## src/common/cpu_pkg.sv

```systemverilog
`ifndef CPU_PKG_SV
`define CPU_PKG_SV

package cpu_pkg;

    // byte address on the RAM bus
    typedef logic [23:0] addr_t;
    typedef logic [15:0] word_t;
    typedef logic [ 2:0] reg_sel_t;
    typedef logic [ 3:0] op_t;

    // opcode field, instruction bits 15:12
    localparam op_t op_nop  = 4'h0;
    localparam op_t op_ldi  = 4'h1;
    localparam op_t op_add  = 4'h2;
    localparam op_t op_sub  = 4'h3;
    localparam op_t op_ldx  = 4'h4;
    localparam op_t op_stx  = 4'h5;
    localparam op_t op_ldxp = 4'h6;
    localparam op_t op_stxp = 4'h7;
    localparam op_t op_stbx = 4'h8;
    localparam op_t op_jp   = 4'h9;
    localparam op_t op_halt = 4'hf;

    typedef enum logic [3:0] {
        st_reset,
        st_fetch,
        st_fetch_wait,
        st_fetch_imm,
        st_decode,
        st_exec,
        st_mem,
        st_wb,
        st_halted
    } ctrl_state_e;

    typedef enum logic [1:0] {
        ram_idle,
        ram_read,
        ram_write
    } ram_state_e;

endpackage

`endif

```

## src/regs/cpu_regs.sv

```systemverilog
`timescale 1ns/1ns

module cpu_regs import cpu_pkg::*; (
    input  logic     clk,
    input  logic     arst_n,
    input  logic     cen,

    input  reg_sel_t src,
    input  reg_sel_t dst,
    input  logic     we,
    input  word_t    wr_data,

    // post-increment from the index unit
    input  reg_sel_t idx_rdreg_sel,
    input  logic     reg_inc,
    input  logic [1:0] reg_step,

    output word_t    src_out,
    output word_t    dst_out,

    input  logic [7:0] dmp_addr,
    output logic [7:0] dmp_din
);

    word_t regs [8];
    word_t dmp_word;

    always_ff @(posedge clk or negedge arst_n) begin
        if (!arst_n) begin
            for (int i = 0; i < 8; i++) begin
                regs[i] <= '0;
            end
        end else if (cen) begin
            if (reg_inc) begin
                regs[idx_rdreg_sel] <= regs[idx_rdreg_sel] + {14'd0, reg_step};
            end
            if (we) begin
                regs[dst] <= wr_data;
            end
        end
    end

    assign src_out = regs[src];
    assign dst_out = regs[dst];

    // dump port, byte 0 is the low byte
    assign dmp_word = regs[dmp_addr[3:1]];

    always_comb begin
        if (dmp_addr > 8'd15) begin
            dmp_din = 8'h00;
        end else begin
            dmp_din = dmp_addr[0] ? dmp_word[15:8] : dmp_word[7:0];
        end
    end

    // controller writeback and post-increment must not collide
    a_no_wr_inc_clash: assert property (@(posedge clk) disable iff (!arst_n)
        cen && we && reg_inc |-> dst != idx_rdreg_sel);

endmodule

```

## src/idxaddr/cpu_idxaddr.sv

```systemverilog
`timescale 1ns/1ns

module cpu_idxaddr import cpu_pkg::*; (
    input  logic     clk,
    input  logic     arst_n,
    input  logic     cen,

    input  logic     idx_en,
    input  word_t    op,
    input  word_t    idx_rdreg,
    input  logic     idx_done,

    output reg_sel_t idx_rdreg_sel,
    output logic [1:0] reg_step,
    output logic     reg_inc,
    output logic     idx_ok,
    output addr_t    idx_addr
);

    logic  post_inc;
    logic  inc_op;
    addr_t offset;

    assign post_inc = op[15:12] == op_ldxp || op[15:12] == op_stxp;

    // post-increment forms use the bare index register
    assign offset = post_inc ? '0 : {{18{op[5]}}, op[5:0]};

    always_ff @(posedge clk or negedge arst_n) begin
        if (!arst_n) begin
            idx_ok  <= 1'b0;
            inc_op  <= 1'b0;
            reg_inc <= 1'b0;
        end else if (cen) begin
            if (idx_en) begin
                idx_ok <= 1'b1;
                inc_op <= post_inc;
            end else if (idx_done) begin
                idx_ok <= 1'b0;
            end
            reg_inc <= idx_done && inc_op;
        end
    end

    always_ff @(posedge clk) begin
        if (cen && idx_en) begin
            idx_addr      <= {8'h00, idx_rdreg} + offset;
            idx_rdreg_sel <= op[8:6];
        end
    end

    assign reg_step = inc_op ? 2'd2 : 2'd0;

endmodule

```

## src/ctrl/cpu_ctrl.sv

```systemverilog
`timescale 1ns/1ns

module cpu_ctrl import cpu_pkg::*; (
    input  logic     clk,
    input  logic     arst_n,
    input  logic     cen,

    // fetched word from the RAM controller
    input  word_t    op,
    input  logic     op_ok,

    input  logic     idx_ok,
    input  addr_t    idx_addr,
    input  word_t    src_out,
    input  word_t    dst_out,
    input  addr_t    pc,

    output logic     ldram_en,
    output logic     stram_en,
    output logic     byte_st,
    output addr_t    rd_addr,

    output logic     idx_en,
    output logic     idx_done,

    output logic     pc_step,
    output logic     pc_load,
    output addr_t    jump_addr,

    output logic     regs_we,
    output reg_sel_t regs_src,
    output reg_sel_t regs_dst,
    output word_t    wr_data,

    output logic     halted
);

    ctrl_state_e state;
    word_t       ir;
    word_t       wb_data;
    op_t         opc;
    logic        is_load;
    logic        is_store;
    logic        is_idx;
    logic        needs_imm;

    assign opc       = ir[15:12];
    assign is_load   = opc == op_ldx || opc == op_ldxp;
    assign is_store  = opc == op_stx || opc == op_stxp || opc == op_stbx;
    assign is_idx    = is_load || is_store;
    // checked on the word still on the RAM data bus
    assign needs_imm = op[15:12] == op_ldi || op[15:12] == op_jp;

    always_ff @(posedge clk or negedge arst_n) begin
        if (!arst_n) begin
            state <= st_reset;
            ir    <= '0;
        end else if (cen) begin
            case (state)
                st_reset:   state <= st_fetch;
                st_fetch:   state <= st_fetch_wait;
                st_fetch_wait: begin
                    if (op_ok) begin
                        ir    <= op;
                        state <= needs_imm ? st_fetch_imm : st_decode;
                    end
                end
                st_fetch_imm: state <= st_mem;
                st_decode: begin
                    if (opc == op_add || opc == op_sub || is_idx) begin
                        state <= st_exec;
                    end else if (opc == op_halt) begin
                        state <= st_halted;
                    end else begin
                        // nop and unknown opcodes
                        state <= st_fetch;
                    end
                end
                st_exec: begin
                    if (!is_idx) begin
                        state <= st_wb;
                    end else if (idx_ok) begin
                        state <= st_mem;
                    end
                end
                st_mem: begin
                    if (op_ok) begin
                        state <= (opc == op_jp || is_store) ? st_fetch : st_wb;
                    end
                end
                st_wb:      state <= st_fetch;
                st_halted:  state <= st_halted;
                default:    state <= st_fetch;
            endcase
        end
    end

    // ALU result or loaded word, written back in st_wb
    always_ff @(posedge clk) begin
        if (cen) begin
            if (state == st_exec && !is_idx) begin
                wb_data <= (opc == op_sub) ? dst_out - src_out : dst_out + src_out;
            end else if (state == st_mem && op_ok) begin
                wb_data <= op;
            end
        end
    end

    assign ldram_en  = state == st_fetch || state == st_fetch_imm ||
                       (state == st_exec && idx_ok && is_load);
    assign stram_en  = state == st_exec && idx_ok && is_store;
    assign byte_st   = opc == op_stbx;
    assign rd_addr   = (state == st_exec) ? idx_addr : pc;

    assign idx_en    = state == st_decode && is_idx;
    assign idx_done  = (state == st_wb && is_idx) || (state == st_mem && op_ok && is_store);

    // step past the opcode, and past the immediate of ldi
    assign pc_step   = (state == st_fetch_wait && op_ok) ||
                       (state == st_mem && op_ok && opc == op_ldi);
    assign pc_load   = state == st_mem && op_ok && opc == op_jp;
    assign jump_addr = {8'h00, op};

    assign regs_we   = state == st_wb;
    assign regs_src  = ir[8:6];
    assign regs_dst  = ir[11:9];
    assign wr_data   = wb_data;

    assign halted    = state == st_halted;

    // the RAM controller answers only while a request is outstanding
    a_rdy_when_waiting: assert property (@(posedge clk) disable iff (!arst_n)
        cen && op_ok |-> (state == st_fetch_wait || state == st_mem));

endmodule

```

## src/logic/cpu_ramctl.sv

```systemverilog
`timescale 1ns/1ns

module cpu_ramctl import cpu_pkg::*; (
    input  logic       clk,
    input  logic       arst_n,
    input  logic       cen,

    input  logic       ldram_en,
    input  logic       stram_en,
    input  logic       byte_st,
    input  addr_t      rd_addr,
    input  addr_t      idx_addr,
    input  word_t      reg_dout,

    output addr_t      ram_addr,
    input  word_t      ram_dout,
    output word_t      ram_din,
    output logic [1:0] ram_we,

    output word_t      dout,
    output logic       ram_rdy
);

    ram_state_e state;
    logic       rd_wait;

    always_ff @(posedge clk or negedge arst_n) begin
        if (!arst_n) begin
            state    <= ram_idle;
            rd_wait  <= 1'b0;
            ram_addr <= '0;
            ram_we   <= 2'b00;
            ram_rdy  <= 1'b0;
        end else if (cen) begin
            ram_rdy <= 1'b0;
            case (state)
                ram_idle: begin
                    if (ldram_en) begin
                        ram_addr <= rd_addr;
                        rd_wait  <= 1'b1;
                        state    <= ram_read;
                    end else if (stram_en) begin
                        ram_addr <= idx_addr;
                        // even byte address is the low lane
                        if (byte_st) begin
                            ram_we <= idx_addr[0] ? 2'b10 : 2'b01;
                        end else begin
                            ram_we <= 2'b11;
                        end
                        state <= ram_write;
                    end
                end
                ram_read: begin
                    // RAM data is one enabled cycle behind the address
                    if (rd_wait) begin
                        rd_wait <= 1'b0;
                    end else begin
                        ram_rdy <= 1'b1;
                        state   <= ram_idle;
                    end
                end
                ram_write: begin
                    ram_we  <= 2'b00;
                    ram_rdy <= 1'b1;
                    state   <= ram_idle;
                end
                default: state <= ram_idle;
            endcase
        end
    end

    always_ff @(posedge clk) begin
        if (cen) begin
            if (state == ram_idle && !ldram_en && stram_en) begin
                ram_din <= byte_st ? {reg_dout[7:0], reg_dout[7:0]} : reg_dout;
            end
            if (state == ram_read && !rd_wait) begin
                dout <= ram_dout;
            end
        end
    end

    a_no_req_busy: assert property (@(posedge clk) disable iff (!arst_n)
        cen && state != ram_idle |-> !(ldram_en || stram_en));

endmodule

```

## src/logic/cpu_pc.sv

```systemverilog
`timescale 1ns/1ns

module cpu_pc import cpu_pkg::*; #(
    parameter addr_t pc_start = 24'h000000
) (
    input  logic  clk,
    input  logic  arst_n,
    input  logic  cen,

    input  logic  pc_step,
    input  logic  pc_load,
    input  addr_t jump_addr,

    output addr_t pc
);

    always_ff @(posedge clk or negedge arst_n) begin
        if (!arst_n) begin
            pc <= pc_start;
        end else if (cen) begin
            // jump wins over step
            if (pc_load) begin
                pc <= jump_addr;
            end else if (pc_step) begin
                pc <= pc + 24'd2;
            end
        end
    end

endmodule

```

## src/logic/cpu_core.sv

```systemverilog
`timescale 1ns/1ns

module cpu_core import cpu_pkg::*; #(
    parameter addr_t pc_start = 24'h000000
) (
    input  logic       clk,
    input  logic       arst_n,
    input  logic       cen,

    output addr_t      ram_addr,
    input  word_t      ram_dout,
    output word_t      ram_din,
    output logic [1:0] ram_we,

    // register dump
    input  logic [7:0] dmp_addr,
    output logic [7:0] dmp_din,

    output logic       halted
);

    word_t      src_out;
    word_t      dst_out;
    reg_sel_t   regs_src;
    reg_sel_t   regs_dst;
    logic       regs_we;
    word_t      wr_data;

    // index unit
    reg_sel_t   idx_rdreg_sel;
    logic [1:0] reg_step;
    logic       reg_inc;
    logic       idx_en;
    logic       idx_ok;
    logic       idx_done;
    addr_t      idx_addr;

    // RAM controller
    logic       ldram_en;
    logic       stram_en;
    logic       byte_st;
    addr_t      rd_addr;
    word_t      buf_dout;
    logic       buf_rdy;

    addr_t      pc;
    logic       pc_step;
    logic       pc_load;
    addr_t      jump_addr;

    cpu_regs u_regs (
        .clk            ( clk           ),
        .arst_n         ( arst_n        ),
        .cen            ( cen           ),
        .src            ( regs_src      ),
        .dst            ( regs_dst      ),
        .we             ( regs_we       ),
        .wr_data        ( wr_data       ),
        .idx_rdreg_sel  ( idx_rdreg_sel ),
        .reg_inc        ( reg_inc       ),
        .reg_step       ( reg_step      ),
        .src_out        ( src_out       ),
        .dst_out        ( dst_out       ),
        .dmp_addr       ( dmp_addr      ),
        .dmp_din        ( dmp_din       )
    );

    cpu_idxaddr u_idxaddr (
        .clk            ( clk           ),
        .arst_n         ( arst_n        ),
        .cen            ( cen           ),
        .idx_en         ( idx_en        ),
        .op             ( buf_dout      ),
        .idx_rdreg      ( src_out       ),
        .idx_done       ( idx_done      ),
        .idx_rdreg_sel  ( idx_rdreg_sel ),
        .reg_step       ( reg_step      ),
        .reg_inc        ( reg_inc       ),
        .idx_ok         ( idx_ok        ),
        .idx_addr       ( idx_addr      )
    );

    cpu_ctrl u_ctrl (
        .clk            ( clk           ),
        .arst_n         ( arst_n        ),
        .cen            ( cen           ),
        .op             ( buf_dout      ),
        .op_ok          ( buf_rdy       ),
        .idx_ok         ( idx_ok        ),
        .idx_addr       ( idx_addr      ),
        .src_out        ( src_out       ),
        .dst_out        ( dst_out       ),
        .pc             ( pc            ),
        .ldram_en       ( ldram_en      ),
        .stram_en       ( stram_en      ),
        .byte_st        ( byte_st       ),
        .rd_addr        ( rd_addr       ),
        .idx_en         ( idx_en        ),
        .idx_done       ( idx_done      ),
        .pc_step        ( pc_step       ),
        .pc_load        ( pc_load       ),
        .jump_addr      ( jump_addr     ),
        .regs_we        ( regs_we       ),
        .regs_src       ( regs_src      ),
        .regs_dst       ( regs_dst      ),
        .wr_data        ( wr_data       ),
        .halted         ( halted        )
    );

    // store data is the rd field, read on the dst port
    cpu_ramctl u_ramctl (
        .clk            ( clk           ),
        .arst_n         ( arst_n        ),
        .cen            ( cen           ),
        .ldram_en       ( ldram_en      ),
        .stram_en       ( stram_en      ),
        .byte_st        ( byte_st       ),
        .rd_addr        ( rd_addr       ),
        .idx_addr       ( idx_addr      ),
        .reg_dout       ( dst_out       ),
        .ram_addr       ( ram_addr      ),
        .ram_dout       ( ram_dout      ),
        .ram_din        ( ram_din       ),
        .ram_we         ( ram_we        ),
        .dout           ( buf_dout      ),
        .ram_rdy        ( buf_rdy       )
    );

    cpu_pc #(
        .pc_start       ( pc_start      )
    ) u_pc (
        .clk            ( clk           ),
        .arst_n         ( arst_n        ),
        .cen            ( cen           ),
        .pc_step        ( pc_step       ),
        .pc_load        ( pc_load       ),
        .jump_addr      ( jump_addr     ),
        .pc             ( pc            )
    );

endmodule

```

## config.mk

```make
export PLATFORM = sky130hd
export DESIGN_NAME = cpu_core
export DESIGN_NICKNAME = d
export VERILOG_FILES = /design/src/common/cpu_pkg.sv /design/src/regs/cpu_regs.sv /design/src/idxaddr/cpu_idxaddr.sv /design/src/ctrl/cpu_ctrl.sv /design/src/logic/cpu_ramctl.sv /design/src/logic/cpu_pc.sv /design/src/logic/cpu_core.sv
export SDC_FILE = /design/constraint.sdc
export NUM_CORES = 1
export LEC_CHECK = 0
export BUFFER_PORTS_ARGS = -buffer_cell sky130_fd_sc_hd__buf_2
export CAP_MARGIN = 15
export CORE_AREA = 2 2 179 181
export CTS_CLUSTER_DIAMETER = 30
export DETAILED_ROUTE_END_ITERATION = 6
export DIE_AREA = 0 0 181 183
export GPL_TIMING_DRIVEN = 0
export PLACE_DENSITY = 0.87
export SETUP_SLACK_MARGIN = 0.15
export SLEW_MARGIN = 20
export SYNTH_ARGS = -nofsm -noshare
export SYNTH_HDL_FRONTEND = slang
export SYNTH_SLANG_ARGS = --single-unit
export TNS_END_PERCENT = 30
```

## constraint.sdc

```tcl
create_clock -name clk -period 4.2 [get_ports clk]
set_input_delay 0.21 -clock clk [delete_from_list [all_inputs] [get_ports clk]]
set_output_delay 0.21 -clock clk [all_outputs]
set_load 0.1 [all_outputs]
```

==> Word-level counts from Yosys, hierarchy flattened <==
Index checks and enable logic that the tools add are counted.
{ "word_totals": {"reg_bits": 280, "latchBits": 0, "mem_bits_rw": 0, "romBits": 0, "input_bits": 27, "out_inout_bits": 51, "wordCells": 183, "n_memories": 0} }
{ "op_classes": {"add_sub_neg": 5, "mul": 0, "n_div": 0, "order_cmp": 7, "n_eq_ne": 32, "shift": 0, "mux": 58, "bitwise": 4, "n_reduce_logical": 53} }
{ "op_table": {"columns": ["cell", "count"], "rows": [
  ["128-bit two-way mux", 3],
  ["128-bit bitwise mux", 2],
  ["16-bit two-way mux", 14],
  ["16-bit binary-select mux with 3-bit select", 4],
  ["24-bit two-way mux", 6],
  ["16-bit demux with 3-bit select", 2],
  ["4-bit by 3-bit equality test with 1-bit output, second input constant", 10],
  ["4-bit case mux with 7 select lines", 1],
  ["16-bit by 24-bit adder with 24-bit output", 1],
  ["24-bit by 2-bit adder with 24-bit output, second input constant", 1],
  ["4-bit two-way mux", 6],
  ["4-bit equality test, second input constant", 5],
  ["1-bit logical AND", 18],
  ["16-bit adder", 1],
  ["16-bit by 2-bit adder with 16-bit output", 1],
  ["4-bit by 2-bit equality test with 1-bit output, second input constant", 4],
  ["4-bit >= comparator, second input constant", 4],
  ["2-bit two-way mux", 8],
  ["8-bit two-way mux", 2],
  ["3-bit inverter with 4-bit output", 4],
  ["16-bit subtractor", 1],
  ["1-bit logical OR", 13],
  ["4-bit by 1-bit equality test with 1-bit output, second input constant", 3],
  ["2-bit AND reduction", 6],
  ["other kinds (17)", 39]
]} }

==> Longest topological paths before layout <==
{ "depth": {"word_depth": 10, "depth_mapped": 19, "ltp_nobuf": 17} }

==> By module <==
Synthesis repeated with hierarchy kept, for this count alone.
{ "hier_totals": {"hier_cells": 1839, "hier_area_um2": 19371.1} }
{ "by_module_without_submodules": {"columns": ["mod", "instances", "cells_per_inst", "area_per_inst_um2", "seq_area_each_um2"], "rows": [
  ["cpu_regs", 1, 999, 10596.4, 3203.1],
  ["cpu_ctrl", 1, 330, 2975.4, 830.8],
  ["cpu_ramctl", 1, 183, 2563.7, 1711.6],
  ["cpu_idxaddr", 1, 146, 1714.1, 885.8],
  ["cpu_pc", 1, 181, 1521.5, 600.6]
]} }

==> Worst setup path after synthesis <==
OpenSTA, ideal clock, no wires.
{ "synth_path": {"path_type": "register to register", "startpoint": "register u_ctrl.ir[6]", "endpoint": "register u_ctrl.wb_data[15] (netlist: u_ctrl.wr_data[15]), data pin", "setup_time_ps": 263, "arrival_ps": 3674, "required_ps": 3937, "path_slack_ps": 263, "stages_incl_launch_ff": 16, "path_buffers": 1, "synth_period_minus_slack_ps": 3937, "path_cell_list": "dfrtp_1 > buf_2 > mux4_2 > mux2_2 > nor3_2 > a31o_2 > xnor2_1 > ha_1 > or3_1 > or3_1 > o221ai_1 > o311ai_0 > nand2_1 > o21ai_0 > xnor2_1 > o21ai_1"} }
{ "synth_between": {"elab_chain_cells": 7, "elab_cells_between_ends": 8, "classes_between": "2 x add/sub; 5 x mux; 1 x bitwise"} }
{ "synth_rtl": {"columns": ["element", "line", "text"], "rows": [
  ["start: declaration", "cpu_ctrl.sv:39", "word_t ir;"],
  ["start signal: assignment", "cpu_ctrl.sv:64", "ir <= op;"],
  ["3-bit inverter with 4-bit output (implied by the code) *", "cpu_regs.sv:43", "assign src_out = regs[src];"],
  ["16-bit binary-select mux with 3-bit select *", "cpu_regs.sv:43", null],
  ["16-bit two-way mux (implied by the code) * (2 in series)", "cpu_regs.sv:43", null],
  ["16-bit adder / 16-bit subtractor (equally long branches)", "cpu_ctrl.sv:102", "wb_data <= (opc == op_sub) ? dst_out - src_out : dst_out + src_out;"],
  ["16-bit two-way mux *", "cpu_ctrl.sv:102", null],
  ["16-bit two-way mux *", "cpu_ctrl.sv:101", "if (state == st_exec && !is_idx) begin"],
  ["end signal: assignment", "cpu_ctrl.sv:102", null],
  ["end signal: assignment", "cpu_ctrl.sv:104", "wb_data <= op;"],
  ["end: declaration", "cpu_ctrl.sv:40", "word_t wb_data;"]
]} }
Mark *: on every way between the ends. The rest lies on a longest branch, timed or not. The select of a mux whose other input is x is not followed.
A chain may end at the register's enable or synchronous reset.

==> Worst setup path in the final report <==
{ "layout_path": {"startpoint": "register u_ctrl.ir[8]", "endpoint": "register u_ctrl.wb_data[14] (netlist: u_ctrl.wr_data[14]), data pin"} }
The elaborated chain is that of the path after synthesis.

==> impl_metrics.ini <==
[placement]
dpl.hpwl_um = 48300
globalplace.congestion = 1.12
place_area_sq_um = 18500
pre_cts_slack_ps = -706
io_buffers = 73

[timing]
worstMarginPinSlew_ps = 1290
skew_ps = 39.2
setup_slack_ps = 31.6
post-route-min-period_ps = 4170
fmax_ghz = 0.240
slew_viol_final = 0
final_hold_viol_count = 0
max_slew_margin_pct = 13.7
finalSetupTns_ps = 0
setup_viol = 0
rsz0062_at_grt = yes
finalCritPeriodShare_pct = 99.2

[synth]
synth-xor-area-share_pct = 3.37
syn_area_sq_um = 17500
ys_seq_elements = 274
synth_mux_area_share_pct = 17.6
synth_fp_nets = 1766
synth_ff_type = dfrtp_1
synth_cell_types = 73
synth_edf_count = 75
synth_top_area_share_pct = 28.5
synth_warnings = 0
synth_compound_area_share_pct = 18.4
yosys.area_share.adder_pct = 3.02
syn_area_per_cell_sq_um = 10.3
synthTopCellsByArea = dfrtp_1 (28%), edfxtp_1 (13%), mux4_2 (12%)
synth-async-reset-ratio_pct = 72.6
synth_top_family_by_area = compound AO/OA/AOI/OAI gates
synth-seq-area-share_pct = 41.4
syn_inst = 1698
synth_top_area_cell = dfrtp_1
synth_simple_gate_area_share_pct = 12.8

[critical_path]
critPathCaptureType = register
r2r-start = u_ctrl.ir[8]
crit_type = register to register
crit_required_ps = 4530
critPathLaunchType = register
rrSetupSlack_ps = 30
path_max_fanout = 8
timing.rr.end = u_ctrl.wr_data[14]
arrival_ps = 4500
r2r_cells = 17

[routing]
ant_nets = 0
viasPerCell = 7.36
drcViolationCount = 1
drt-wirelength-per-cell_um = 30.0
finalWirelength_um = 70000
detail_route.first_pass.iterations = 7
via_count = 17200
dr.first_iter.drc_count = 3308

[cts]
clk_pin_slew_ps = 50
clockBufferDepth = 3
root_buffer = clkbuf_16
cts_tree = built
cts_buffers = 61
cts_num_sinks = 274
clk_latency_ps = 630
h-tree-depth = 2

[die]
ioPinCount = 78
die_area_sq_um = 33100
rows = 65
initial_core_util_pct = 56.0
core_area_sq_um = 31200
die_h_um = 183
die_w_um = 181

[global_route]
grt_first_pass_wirelength_um = 105000
grt_pass1_vias = 16800
antenna_found_initial = 3
grt_max_degree = 93
grt-ovfl-total = 0
grt.total_usage_pct = 42.3

[layout]
design_area_sq_um = 21300
final_cell_mix = nor2_1 (223), dfrtp_1 (198), a21oi_1 (118)
syn_to_final_growth_pct = 22.1
final_common_cell = nor2_1
fin_util_pct = 68.3
fin_nets = 1945
nFillCells = 2231
multi_input_area_sq_um = 9890
layout-drive-gt1-share_pct = 22.8
seqCellArea_sq_um = 7230

[power_and_ir_drop]
p_per_area_nw_per_um2 = 983
p_leak_uw = 0.00835
power_uw = 21000
vdd_drop_max_mv = 0.601

[run]
drv_cap = 0

[outcome]
outcome = complete, but fails checks
violations = design-rule violations

[worst_hold_path]
hp-class = input pin to async pin
==> kinds of logic (layout without fill, tap and decap cells) <==
family | after synthesis | after routing
other | 0 | 1
AND/OR/NAND/NOR | 492 | 492
multiplexers | 183 | 183
adder cells (fa/ha/maj) | 41 | 41
AO/OA/AOI/OAI | 499 | 499
buffers and inverters | 146 | 378
XOR/XNOR | 63 | 63
flip-flops | 274 | 274
==> worst max path at each step <==
stage                               endpoint           from  cells past startpoint
final                     u_ctrl.wr_data[14]   u_ctrl.ir[8]                     17
after global placement    u_ctrl.wr_data[15]  u_ctrl.ir[10]                     14
after floorplan           u_ctrl.wr_data[15]   u_ctrl.ir[6]                     15
after global routing      u_ctrl.wr_data[15]   u_ctrl.ir[8]                     17
after CTS                 u_ctrl.wr_data[14]   u_ctrl.ir[9]                     16
after detailed placement  u_ctrl.wr_data[14]  u_ctrl.ir[10]                     15
==> layer usage <==
metal / vias up / part of all wire, % / track usage, %
met1: 8203 / 34 / 52.3
met2: 1619 / 42 / 61.8
met4: 4 / 9.1 / 29.8
li1: 6856 / - / -
met5: - / 0.064 / 0
met3: 479 / 15 / 15.5
==> sequential cells by signal, indices dropped and copies added (netlist names), 2 cells and up <==
register,flops
u_regs.regs,128
u_idxaddr.idx_addr,24
u_pc.pc,24
u_ramctl.ram_addr,24
u_ctrl.wr_data,16
u_ramctl.dout,16
u_ramctl.ram_din,16
u_ctrl.ir,10
u_ctrl.state,4
u_idxaddr.idx_rdreg_sel,3
u_ramctl.ram_we,2
u_ramctl.state,2
==> worst max-delay path: stages (launching register included) <==
cell,delay [ps]
dfrtp_1,410
buf_6,150
buf_12,150
buf_12,140
mux4_2,300
mux2_4,320
nor3_4,280
a31o_2,220
xnor2_1,140
ha_2,340
o21ai_0,200
nand2b_1,130
o21a_1,150
a311oi_2,310
o21ai_0,160
a31oi_1,190
xor2_1,160
o21ai_0,90
==> stage by stage <==
step                cells  hold WS [ps]
floorplan            1698         -85.6
global placement     2173           386
detailed placement   2178           127
CTS                  2322          93.4
global route         2332           122
finish               2333          74.7
==> report_power, final <==
group,leakage [uW],total [uW],switching (uW),internal [uW]
combinational,0.00415,11400,7040,4340
clock,0.00104,5020,1730,3290
sequential,0.00315,4580,924,3650
==> cells in the mapped netlist (all sizes together) (39+ instances only) <==
library cell / instances
dfrtp: 199
a22oi: 78
mux2: 42
xnor2: 41
nor2: 229
ha: 39
edfxtp: 75
o21ai: 103
o22ai: 67
nand2: 117
mux2i: 47
mux4: 94
a21oi: 124
clkbuf: 81
==> final cells by class <==
class                           count  area share [%]
Buffer                            118            2.87
Antenna cell                        1          0.0117
Inverter                           27           0.475
Sequential cell                   274            33.9
Multi-Input combinational cell   1278            46.3
Clock inverter                     43            2.66
Timing Repair Buffer              117            3.78
Tap cell                          402            2.36
Clock buffer                       73            7.60
==> repair_timing <==
item	4_1_cts	5_1_grt
hold endpoints to repair	215	0
setup endpoints to repair	39	61
setup buffers	11	11
pin swaps	12	17
gates resized for setup	64	38
hold buffers	17	0
Note: power is estimated with default switching activity, not from simulation.
